--- src/lom_cfg_pkg.sv ---
package lom_cfg_pkg;

    // operand and result words
    localparam int OP_W  = 8;
    localparam int RES_W = 2 * OP_W;

    // buffer capacity in operand pairs
    localparam int MAX_PAIRS = 8;

    typedef logic [OP_W-1:0]  op_t;
    typedef logic [RES_W-1:0] res_t;

    // word address of the operand buffer, one extra bit so it can run past the last pair
    localparam int ADDR_W = $clog2(2 * MAX_PAIRS) + 1;

    // holds k1+k2, at most 2*(OP_W-1)
    localparam int SH_W = $clog2(2 * (OP_W - 1) + 1);

endpackage

--- src/lom_regs_pkg.sv ---
package lom_regs_pkg;

    localparam int AXI_AW = 8;

    // control and status
    localparam logic [AXI_AW-1:0] REG_CTRL   = 8'h00;
    localparam logic [AXI_AW-1:0] REG_STATUS = 8'h04;
    localparam logic [AXI_AW-1:0] REG_COUNT  = 8'h08;

    // operand words, even index first operand
    localparam logic [AXI_AW-1:0] OPND_BASE = 8'h40;
    // results, one word per pair
    localparam logic [AXI_AW-1:0] RES_BASE  = 8'h80;

    // bit positions
    localparam int CTRL_START  = 0;
    localparam int STATUS_DONE = 0;
    localparam int STATUS_BUSY = 1;

    localparam logic [1:0] RESP_OKAY   = 2'b00;
    localparam logic [1:0] RESP_SLVERR = 2'b10;

endpackage

--- src/lom_ctrl_if.sv ---
interface lom_ctrl_if;

    // strobes from the controller
    logic init_load;
    logic init_sh;
    logic en_cnt_load;
    logic load_shift1;
    logic load_shift2;
    logic en_shift1;
    logic en_shift2;
    logic ld_cnt_sh;
    logic en_cnt_sh;
    logic load_result;
    logic shift_result;
    logic wr_ram;

    // status back to the controller
    logic lsb_cnt;
    logic end_shift1;
    logic end_shift2;
    logic co_cnt_sh;
    logic co_cnt_load;

    modport ctrl (
        output init_load, init_sh, en_cnt_load, load_shift1, load_shift2,
        output en_shift1, en_shift2, ld_cnt_sh, en_cnt_sh, load_result,
        output shift_result, wr_ram,
        input  lsb_cnt, end_shift1, end_shift2, co_cnt_sh, co_cnt_load
    );

    modport cnt (
        input  init_load, init_sh, en_cnt_load, en_shift1, en_shift2,
        input  ld_cnt_sh, en_cnt_sh, shift_result,
        output lsb_cnt, co_cnt_sh, co_cnt_load
    );

    modport dp (
        input  load_shift1, load_shift2, en_shift1, en_shift2, load_result, shift_result,
        output end_shift1, end_shift2
    );

endinterface

--- src/lom_axil_regs.sv ---
module lom_axil_regs #(
    parameter int MAX_PAIRS = lom_cfg_pkg::MAX_PAIRS,
    parameter int HA_W      = $clog2(2 * MAX_PAIRS) + 1,
    parameter int CW        = $clog2(MAX_PAIRS + 1)
) (
    input  logic                             clk,
    input  logic                             rst,
    input  logic [lom_regs_pkg::AXI_AW-1:0] s_awaddr,
    input  logic                             s_awvalid,
    output logic                             s_awready,
    input  logic [31:0]                      s_wdata,
    input  logic [3:0]                       s_wstrb,
    input  logic                             s_wvalid,
    output logic                             s_wready,
    output logic [1:0]                       s_bresp,
    output logic                             s_bvalid,
    input  logic                             s_bready,
    input  logic [lom_regs_pkg::AXI_AW-1:0] s_araddr,
    input  logic                             s_arvalid,
    output logic                             s_arready,
    output logic [31:0]                      s_rdata,
    output logic [1:0]                       s_rresp,
    output logic                             s_rvalid,
    input  logic                             s_rready,
    output logic                             start,
    output logic [CW-1:0]                    pair_count,
    output logic                             host_we,
    output logic [HA_W-1:0]                  host_addr,
    output lom_cfg_pkg::op_t                 host_wdata,
    input  lom_cfg_pkg::res_t                host_rdata,
    input  logic                             done
);
    import lom_regs_pkg::*;

    localparam logic [AXI_AW-1:0] OPND_END = OPND_BASE + AXI_AW'(8 * MAX_PAIRS);
    localparam logic [AXI_AW-1:0] RES_END  = RES_BASE + AXI_AW'(4 * MAX_PAIRS);

    logic aw_hs, ar_hs, rd_pend, busy, done_q;
    logic w_ctrl, w_status, w_count, w_opnd, w_err, w_lane;
    logic r_opnd, r_res, r_known;

    // buffer word address, top bit picks the result array
    function automatic logic [HA_W-1:0] buf_addr(input logic [AXI_AW-1:0] a);
        logic [AXI_AW-1:0] off;
        if (a >= RES_BASE) begin
            off = (a - RES_BASE) >> 2;
            return {1'b1, off[HA_W-2:0]};
        end
        off = (a - OPND_BASE) >> 2;
        return {1'b0, off[HA_W-2:0]};
    endfunction

    assign aw_hs     = s_awvalid && s_wvalid && !s_bvalid;
    assign s_awready = aw_hs;
    assign s_wready  = aw_hs;
    // a read never shares the host port with a write in the same cycle
    assign s_arready = !s_rvalid && !rd_pend && !aw_hs;
    assign ar_hs     = s_arvalid && s_arready;

    assign w_ctrl   = s_awaddr == REG_CTRL;
    assign w_status = s_awaddr == REG_STATUS;
    assign w_count  = s_awaddr == REG_COUNT;
    assign w_opnd   = s_awaddr >= OPND_BASE && s_awaddr < OPND_END;
    assign w_lane   = s_wstrb[0];
    assign w_err    = !(w_ctrl || w_status || w_count || w_opnd)
                    || (busy && (w_opnd || w_count))
                    || (w_count && (s_wdata == 0 || s_wdata > MAX_PAIRS));

    assign r_opnd  = s_araddr >= OPND_BASE && s_araddr < OPND_END;
    assign r_res   = s_araddr >= RES_BASE && s_araddr < RES_END;
    assign r_known = s_araddr == REG_CTRL || s_araddr == REG_STATUS
                  || s_araddr == REG_COUNT;

    assign host_we    = aw_hs && w_opnd && !w_err && w_lane;
    assign host_addr  = aw_hs ? buf_addr(s_awaddr) : buf_addr(s_araddr);
    assign host_wdata = s_wdata[$bits(host_wdata)-1:0];

    // write channel, control and count
    always_ff @(posedge clk or posedge rst) begin
        if (rst) begin
            s_bvalid   <= 1'b0;
            start      <= 1'b0;
            busy       <= 1'b0;
            pair_count <= CW'(1);
        end else begin
            start <= aw_hs && w_ctrl && w_lane && s_wdata[CTRL_START] && !busy;
            if (start) begin
                busy <= 1'b1;
            end else if (done) begin
                busy <= 1'b0;
            end
            if (aw_hs && w_count && !w_err && w_lane) begin
                pair_count <= s_wdata[CW-1:0];
            end
            if (aw_hs) begin
                s_bvalid <= 1'b1;
            end else if (s_bready) begin
                s_bvalid <= 1'b0;
            end
        end
    end

    always_ff @(posedge clk) begin
        if (aw_hs) begin
            s_bresp <= w_err ? RESP_SLVERR : RESP_OKAY;
        end
    end

    // read channel, buffer reads wait one cycle
    always_ff @(posedge clk or posedge rst) begin
        if (rst) begin
            s_rvalid <= 1'b0;
            rd_pend  <= 1'b0;
            done_q   <= 1'b0;
        end else begin
            if (done) begin
                done_q <= 1'b1;
            end else if (ar_hs && s_araddr == REG_STATUS) begin
                done_q <= 1'b0;
            end
            if (ar_hs && (r_opnd || r_res)) begin
                rd_pend <= 1'b1;
            end else if (ar_hs || rd_pend) begin
                rd_pend  <= 1'b0;
                s_rvalid <= 1'b1;
            end else if (s_rready) begin
                s_rvalid <= 1'b0;
            end
        end
    end

    always_ff @(posedge clk) begin
        if (rd_pend) begin
            s_rdata <= 32'(host_rdata);
            s_rresp <= RESP_OKAY;
        end else if (ar_hs) begin
            s_rresp <= (r_known || r_opnd || r_res) ? RESP_OKAY : RESP_SLVERR;
            s_rdata <= '0;
            if (s_araddr == REG_STATUS) begin
                s_rdata[STATUS_DONE] <= done_q;
                s_rdata[STATUS_BUSY] <= busy;
            end else if (s_araddr == REG_COUNT) begin
                s_rdata <= 32'(pair_count);
            end
        end
    end

endmodule

--- src/lom_buffers.sv ---
module lom_buffers #(
    parameter int MAX_PAIRS = lom_cfg_pkg::MAX_PAIRS,
    parameter int HA_W      = $clog2(2 * MAX_PAIRS) + 1,
    parameter int RI_W      = $clog2(MAX_PAIRS)
) (
    input  logic              clk,
    input  logic              we,
    input  logic [HA_W-1:0]   addr,
    input  lom_cfg_pkg::op_t  wdata,
    output lom_cfg_pkg::res_t rdata,
    input  logic [HA_W-2:0]   eng_addr,
    output lom_cfg_pkg::op_t  eng_opnd,
    input  logic              res_we,
    input  logic [RI_W-1:0]   res_idx,
    input  lom_cfg_pkg::res_t res_data
);
    import lom_cfg_pkg::*;

    op_t  opnd_mem [2*MAX_PAIRS];
    res_t res_mem  [MAX_PAIRS];

    always_ff @(posedge clk) begin
        if (we) begin
            opnd_mem[addr[HA_W-2:0]] <= wdata;
        end
        if (res_we) begin
            res_mem[res_idx] <= res_data;
        end
        // host reads either array
        rdata    <= addr[HA_W-1] ? res_mem[addr[RI_W-1:0]] : RES_W'(opnd_mem[addr[HA_W-2:0]]);
        eng_opnd <= opnd_mem[eng_addr];
    end

endmodule

--- src/lom_controller.sv ---
module lom_controller (
    input  logic            clk,
    input  logic            rst,
    input  logic            start,
    lom_ctrl_if.ctrl        ctl,
    output logic            done
);

    localparam logic [3:0] IDLE      = 4'd0;
    localparam logic [3:0] START     = 4'd1;
    localparam logic [3:0] LOAD1     = 4'd2;
    localparam logic [3:0] LOAD2     = 4'd3;
    localparam logic [3:0] LOAD3     = 4'd4;
    localparam logic [3:0] FIND_BITS = 4'd5;
    localparam logic [3:0] SHIFT_RES = 4'd6;
    localparam logic [3:0] WR        = 4'd7;
    localparam logic [3:0] DONE      = 4'd8;

    logic [3:0] state, next_state;

    always_ff @(posedge clk or posedge rst) begin
        if (rst) begin
            state <= IDLE;
        end else begin
            state <= next_state;
        end
    end

    always_comb begin
        next_state = IDLE;
        case (state)
            IDLE:      next_state = start ? START : IDLE;
            START:     next_state = LOAD1;
            LOAD1:     next_state = LOAD2;
            LOAD2:     next_state = LOAD3;
            LOAD3:     next_state = FIND_BITS;
            // stay until both operands are normalized
            FIND_BITS: next_state = (ctl.end_shift1 || ctl.end_shift2) ? FIND_BITS : SHIFT_RES;
            SHIFT_RES: next_state = ctl.co_cnt_sh ? WR : SHIFT_RES;
            WR:        next_state = ctl.co_cnt_load ? DONE : LOAD1;
            DONE:      next_state = IDLE;
            default:   next_state = IDLE;
        endcase
    end

    always_comb begin
        ctl.init_load    = 1'b0;
        ctl.init_sh      = 1'b0;
        ctl.en_cnt_load  = 1'b0;
        ctl.load_shift1  = 1'b0;
        ctl.load_shift2  = 1'b0;
        ctl.en_shift1    = 1'b0;
        ctl.en_shift2    = 1'b0;
        ctl.ld_cnt_sh    = 1'b0;
        ctl.en_cnt_sh    = 1'b0;
        ctl.load_result  = 1'b0;
        ctl.shift_result = 1'b0;
        ctl.wr_ram       = 1'b0;
        done             = 1'b0;
        case (state)
            IDLE: begin
                ctl.init_load = 1'b1;
                ctl.init_sh   = 1'b1;
            end
            LOAD1: begin
                ctl.en_cnt_load = 1'b1;
            end
            LOAD2: begin
                // odd address means the even word is on the read port
                ctl.load_shift1 = ctl.lsb_cnt;
                ctl.load_shift2 = !ctl.lsb_cnt;
                ctl.en_cnt_load = 1'b1;
            end
            LOAD3: begin
                ctl.load_shift1 = ctl.lsb_cnt;
                ctl.load_shift2 = !ctl.lsb_cnt;
            end
            FIND_BITS: begin
                ctl.en_shift1   = ctl.end_shift1;
                ctl.en_shift2   = ctl.end_shift2;
                ctl.load_result = 1'b1;
                ctl.ld_cnt_sh   = 1'b1;
            end
            SHIFT_RES: begin
                ctl.en_cnt_sh    = 1'b1;
                ctl.shift_result = !ctl.co_cnt_sh;
            end
            WR: begin
                ctl.init_sh = 1'b1;
                ctl.wr_ram  = 1'b1;
            end
            DONE: begin
                done = 1'b1;
            end
            default: begin
            end
        endcase
    end

endmodule

--- src/lom_counters.sv ---
module lom_counters #(
    parameter int OP_W      = lom_cfg_pkg::OP_W,
    parameter int MAX_PAIRS = lom_cfg_pkg::MAX_PAIRS,
    parameter int AW        = $clog2(2 * MAX_PAIRS) + 1,
    parameter int CW        = $clog2(MAX_PAIRS + 1),
    parameter int RI_W      = $clog2(MAX_PAIRS)
) (
    input  logic            clk,
    input  logic            rst,
    lom_ctrl_if.cnt         ctl,
    input  logic [CW-1:0]   pair_count,
    output logic [AW-2:0]   eng_addr,
    output logic [RI_W-1:0] res_idx
);

    localparam int SH_W = $clog2(2 * (OP_W - 1) + 1);
    localparam logic [SH_W-1:0] SH_MAX = SH_W'(2 * (OP_W - 1));

    logic [AW-1:0]   load_addr;
    logic [AW-1:0]   pair_idx;
    logic [SH_W-1:0] n1, n2, res_cnt;

    // both words of the pair are fetched, the address points one past them
    assign pair_idx        = (load_addr - 1'b1) >> 1;
    assign eng_addr        = load_addr[AW-2:0];
    assign res_idx         = pair_idx[RI_W-1:0];
    assign ctl.lsb_cnt     = load_addr[0];
    assign ctl.co_cnt_load = pair_idx == AW'(pair_count - 1'b1);
    assign ctl.co_cnt_sh   = res_cnt == '0;

    always_ff @(posedge clk or posedge rst) begin
        if (rst) begin
            load_addr <= '0;
            n1        <= '0;
            n2        <= '0;
            res_cnt   <= '0;
        end else begin
            if (ctl.init_load) begin
                load_addr <= '0;
            end else if (ctl.en_cnt_load) begin
                load_addr <= load_addr + 1'b1;
            end
            if (ctl.init_sh) begin
                n1 <= '0;
                n2 <= '0;
            end else begin
                if (ctl.en_shift1) n1 <= n1 + 1'b1;
                if (ctl.en_shift2) n2 <= n2 + 1'b1;
            end
            // k1+k2 left shifts of the result
            if (ctl.ld_cnt_sh) begin
                res_cnt <= SH_MAX - n1 - n2;
            end else if (ctl.en_cnt_sh && ctl.shift_result) begin
                res_cnt <= res_cnt - 1'b1;
            end
        end
    end

endmodule

--- src/lom_datapath.sv ---
module lom_datapath #(
    parameter int OP_W = lom_cfg_pkg::OP_W
) (
    input  logic              clk,
    input  logic              rst,
    lom_ctrl_if.dp            ctl,
    input  lom_cfg_pkg::op_t  eng_opnd,
    output lom_cfg_pkg::res_t res_data
);
    import lom_cfg_pkg::*;

    logic [OP_W-1:0] sr1, sr2;
    logic            zero1, zero2;

    // needs a shift while msb is clear and the word is nonzero
    assign ctl.end_shift1 = !sr1[OP_W-1] && (sr1 != '0);
    assign ctl.end_shift2 = !sr2[OP_W-1] && (sr2 != '0);

    always_ff @(posedge clk or posedge rst) begin
        if (rst) begin
            zero1 <= 1'b0;
            zero2 <= 1'b0;
        end else begin
            if (ctl.load_shift1) zero1 <= eng_opnd == '0;
            if (ctl.load_shift2) zero2 <= eng_opnd == '0;
        end
    end

    always_ff @(posedge clk) begin
        if (ctl.load_shift1) begin
            sr1 <= eng_opnd;
        end else if (ctl.en_shift1) begin
            sr1 <= sr1 << 1;
        end
        if (ctl.load_shift2) begin
            sr2 <= eng_opnd;
        end else if (ctl.en_shift2) begin
            sr2 <= sr2 << 1;
        end
        // zero operand gives a zero product
        if (ctl.load_result) begin
            res_data <= (zero1 || zero2) ? '0 : RES_W'(1);
        end else if (ctl.shift_result) begin
            res_data <= res_data << 1;
        end
    end

endmodule

--- src/lom_top.sv ---
module lom_top #(
    parameter int OP_W      = lom_cfg_pkg::OP_W,
    parameter int MAX_PAIRS = lom_cfg_pkg::MAX_PAIRS
) (
    input  logic                             clk,
    input  logic                             rst,
    input  logic [lom_regs_pkg::AXI_AW-1:0] s_awaddr,
    input  logic                             s_awvalid,
    output logic                             s_awready,
    input  logic [31:0]                      s_wdata,
    input  logic [3:0]                       s_wstrb,
    input  logic                             s_wvalid,
    output logic                             s_wready,
    output logic [1:0]                       s_bresp,
    output logic                             s_bvalid,
    input  logic                             s_bready,
    input  logic [lom_regs_pkg::AXI_AW-1:0] s_araddr,
    input  logic                             s_arvalid,
    output logic                             s_arready,
    output logic [31:0]                      s_rdata,
    output logic [1:0]                       s_rresp,
    output logic                             s_rvalid,
    input  logic                             s_rready
);
    import lom_cfg_pkg::*;

    localparam int HA_W = $clog2(2 * MAX_PAIRS) + 1;
    localparam int CW   = $clog2(MAX_PAIRS + 1);
    localparam int RI_W = $clog2(MAX_PAIRS);

    logic            start, done, host_we;
    logic [CW-1:0]   pair_count;
    logic [HA_W-1:0] host_addr;
    logic [HA_W-2:0] eng_addr;
    logic [RI_W-1:0] res_idx;
    op_t             host_wdata, eng_opnd;
    res_t            host_rdata, res_data;

    lom_ctrl_if i_ctl ();

    lom_axil_regs #(.MAX_PAIRS(MAX_PAIRS)) i_regs (
        .clk, .rst,
        .s_awaddr, .s_awvalid, .s_awready, .s_wdata, .s_wstrb, .s_wvalid, .s_wready,
        .s_bresp, .s_bvalid, .s_bready, .s_araddr, .s_arvalid, .s_arready,
        .s_rdata, .s_rresp, .s_rvalid, .s_rready,
        .start, .pair_count, .host_we, .host_addr, .host_wdata, .host_rdata, .done
    );

    lom_buffers #(.MAX_PAIRS(MAX_PAIRS)) i_buf (
        .clk, .we(host_we), .addr(host_addr), .wdata(host_wdata), .rdata(host_rdata),
        .eng_addr, .eng_opnd, .res_we(i_ctl.wr_ram), .res_idx, .res_data
    );

    lom_controller i_ctrl (
        .clk, .rst, .start, .ctl(i_ctl.ctrl), .done
    );

    lom_counters #(.OP_W(OP_W), .MAX_PAIRS(MAX_PAIRS)) i_cnt (
        .clk, .rst, .ctl(i_ctl.cnt), .pair_count, .eng_addr, .res_idx
    );

    lom_datapath #(.OP_W(OP_W)) i_dp (
        .clk, .rst, .ctl(i_ctl.dp), .eng_opnd, .res_data
    );

endmodule

--- config.mk ---
export PLATFORM = sky130hd
export DESIGN_NAME = lom_top
export DESIGN_NICKNAME = d
export VERILOG_FILES = /design/src/lom_cfg_pkg.sv /design/src/lom_regs_pkg.sv /design/src/lom_ctrl_if.sv /design/src/lom_axil_regs.sv /design/src/lom_buffers.sv /design/src/lom_controller.sv /design/src/lom_counters.sv /design/src/lom_datapath.sv /design/src/lom_top.sv
export SDC_FILE = /design/constraint.sdc
export NUM_CORES = 1
export LEC_CHECK = 0
export BUFFER_PORTS_ARGS = -buffer_cell sky130_fd_sc_hd__buf_2
export CORE_ASPECT_RATIO = 1.4
export CORE_UTILIZATION = 55
export CTS_CLUSTER_DIAMETER = 50
export DETAILED_ROUTE_END_ITERATION = 8
export GPL_TIMING_DRIVEN = 0
export PLACE_DENSITY_LB_ADDON = 0.12
export SKIP_CTS_REPAIR_TIMING = 1
export SLEW_MARGIN = 5
export SYNTH_ARGS = -nofsm -noshare
export SYNTH_HDL_FRONTEND = slang
export SYNTH_SLANG_ARGS = --single-unit
--- constraint.sdc ---
create_clock -name clk -period 2.96 [get_ports clk]
set_input_delay 0.592 -clock clk [delete_from_list [all_inputs] [get_ports clk]]
set_output_delay 0.592 -clock clk [all_outputs]
set_load 0.05 [all_outputs]
==> results.ini <==
[status]
status = finished, final reports clean

[worst_setup_path]
timing.rr.end = i_buf.rdata[2]$_DFF_P_
cp.arrival_ps = 2300
r2r_setup_slack_ps = 80
timing.rr.start = i_regs.s_bvalid$_DFFE_PP0P_
worstSetupEndpointType = primary output
r2r_cells = 7
critPathKind = reg2out
cpMaxStageDelayCell = dfrtp_1
path_cells = nand3b_4 -> buf_6 -> clkinvlp_4 -> clkbuf_2 -> buf_4 -> buf_2
crit_required_ps = 2370
cp-start-kind = flop
critPathMaxFanout = 12
critical_path.max_stage_delay_ps = 360

[placed_design]
post-dp-hpwl_um = 32400
place_area_um2 = 17600
finalWeightedCongestion = 0.917
io_buffers = 76

[drt]
vias = 11100
viasPerCell = 6.24
first_pass_iters = 5
avgRoutedWirePerCell_um = 26.1
ant_nets = 0
drt_wl_total_um = 46200
drtIter0Drc = 1055
post-route-drc-count = 0

[yosys]
syn_area_um2 = 16400
ys_ff_latch = 363
synth-compound-area-share_pct = 5.60
ys_seq_area_share_pct = 63.8
synthAdderAreaFrac_pct = 0.806
yosys_warnings = 0
ys_types = 65
yosys.area_share.simple_pct = 12.3
synth_mux_area_share_pct = 13.4
synth_edf_count = 305
syn_inst = 1200
postSynth.asyncResetShare_pct = 9.09
synth_top_family_by_area = multiplexers
synthFlopType = edfxtp_1
avgSynthCellArea_um2 = 13.7
synth-xor-area-share_pct = 0.898

[floorplan]
die_h_um = 207
die_x_um = 148
rows = 74
ioPinCount = 100
core_area_um2 = 29300
die-area_um2 = 30600
initial_core_util_pct = 56.2

[power_and_ir_drop]
p_switching_mw = 4.86
power_density_nw_per_um2 = 811
p_int_mw = 10.7
p_clk_share_pct = 32.1
switching_share_pct = 31.2
peakVddDrop_v = 0.000614
power_leakage_nw = 7.02
pwr-share-comb_pct = 24.1
p_seq_share_pct = 43.8

[layout]
finish.utilization_pct = 65.6
final_area_um2 = 19200
nNetsFinal = 1431
final_common_cell = edfxtp_1
final_cell_mix = 305 x edfxtp_1, 175 x nand2_1, 94 x buf_2
n_antenna_cell = 0
drive_gt1_share_pct = 25.3
nFillCells = 2162
syn2layout_area_growth_pct = 16.7

[global_route]
track_usage_pct = 30.7
overflow = 0
grt_antenna_before_repair = 1
grt_max_degree = 34
grt_pass1_wl_um = 67200
grt_pass1_vias = 10700

[clocking]
cts_sinks = 363
cts.clk_slew.worst_paths_ps = 60
cts_made_buffers = 39
clkLatencyLatePin_ps = 550
htree_levels = 2
clockBufferDepth = 3
cts-root-buf = clkbuf_16
cts_tree = yes

[timing]
worst_pin_slew_ps = 1290
fin_crit_sh_pct = 97.6
tns_ps = 0
relSlewSlack_pct = 13.8
drv_slew = 0
post-route-min-period_ps = 2890
finalHoldViolCount = 0
setup_viol = 0
hold_slack_ps = 199
finClkSkew_ps = 24.3
fmax_ghz = 0.346

[job]
cap_violations = 0

[min_path]
worst_hold_path_type = in2async

[final cells by class]
| type | count | area (um2) | share of cell area, % |
|---|---|---|---|
| clock inverters | 15 | 189 | 0.984 |
| flip-flops and latches | 363 | 10500 | 54.6 |
| well taps | 380 | 475 | 2.48 |
| multi-input cells | 750 | 5710 | 29.7 |
| plain buffers | 81 | 453 | 2.36 |
| inverters | 21 | 82.6 | 0.430 |
| repair buffers | 106 | 672 | 3.50 |
| clock buffers | 57 | 1130 | 5.91 |
[worst max-delay path by stage]
stage	startpoint	end	slack [ps]	cells past startpoint
floorplan	i_cnt.load_addr[1]$_DFFE_PP0P_	i_buf.res_mem[1][0]$_DFFE_PP_	-280	6
global placement	i_cnt.load_addr[1]$_DFFE_PP0P_	i_buf.res_mem[1][8]$_DFFE_PP_	-1960	6
detailed placement	s_araddr[2]	i_buf.opnd_mem[11][2]$_DFFE_PP_	-1270	6
CTS	i_regs.s_bvalid$_DFFE_PP0P_	i_buf.opnd_mem[11][5]$_DFFE_PP_	-880	5
global route	s_wdata[4]	i_buf.opnd_mem[7][0]$_DFFE_PP_	-10	9
finish	i_regs.s_bvalid$_DFFE_PP0P_	s_wready	70	6
[power groups by stage]
stage | sequential (mW) | clock (mW) | combinational, mW
6_report | 6.82 | 4.99 | 3.76
5_1_grt | 6.89 | 5.21 | 4.01
4_1_cts | 6.82 | 5.02 | 3.65
3_5_place_dp | 6.92 | 0 | 3.64
3_3_place_gp | 6.90 | 0 | 3.47
2_1_floorplan | 6.90 | 0 | 2.32
[critical path: cells and delay by family, from the launching register on]
kind / cells / cell delay, ps
buf+inv: 5 / 1250
simple gates: 1 / 140
flops: 1 / 360
[metrics by stage]
stage	worst slack (ps)	std cells	total power, mW
floorplan	-284	1217	9.22
global placement	-1960	1673	10.4
detailed placement	-1270	1687	10.6
CTS	-884	1759	15.5
global route	-11.8	1773	16.1
finish	72.0	1773	15.6
[synth_stat cells (all sizes together) (9+ instances only)]
master | number | area, um2
inv | 20 | 75.1
ha | 9 | 113
nand2 | 175 | 657
xnor2 | 10 | 87.6
buf | 53 | 342
dfxtp | 25 | 500
nor4 | 18 | 113
a221oi | 16 | 140
mux2 | 34 | 387
nor3 | 25 | 141
mux4 | 62 | 1400
a21oi | 50 | 250
edfxtp | 305 | 9160
o21ai | 34 | 170
nor2 | 37 | 139
nand2b | 11 | 68.8
nor2b | 26 | 163
mux2i | 41 | 414
dfrtp | 32 | 801
nand3 | 87 | 435
clkbuf | 30 | 113
and2 | 16 | 100
[per-layer routing]
layer	global-route usage, %	routed length (um)
met5	0	13
met1	36.8	16800
met3	4.97	3370
met2	52.9	23300
met4	17.7	2760
[sequential cells by signal, indices dropped and copies added, names as in the netlist, 4 cells and up]
signal,flops
i_buf.eng_opnd,8
i_buf.opnd_mem,128
i_buf.rdata,16
i_buf.res_mem,128
i_cnt.load_addr,5
i_cnt.n1,4
i_cnt.n2,4
i_cnt.res_cnt,4
i_ctrl.state,4
i_dp.res_data,16
i_dp.sr1,8
i_dp.sr2,8
i_regs.pair_count,4
i_regs.s_rdata,16
[logic make-up (layout without fill, tap and decap cells)]
logic type      count (synthesis)  in the layout
buf+inv                       104            280
fa+ha+maj                      10             10
mux                           137            137
flops                         363            363
simple gates                  423            423
xor+xnor                       16             16
other cells                     1             18
compound gates                146            146
No activity file was read; power rests on OpenSTA's default activity.
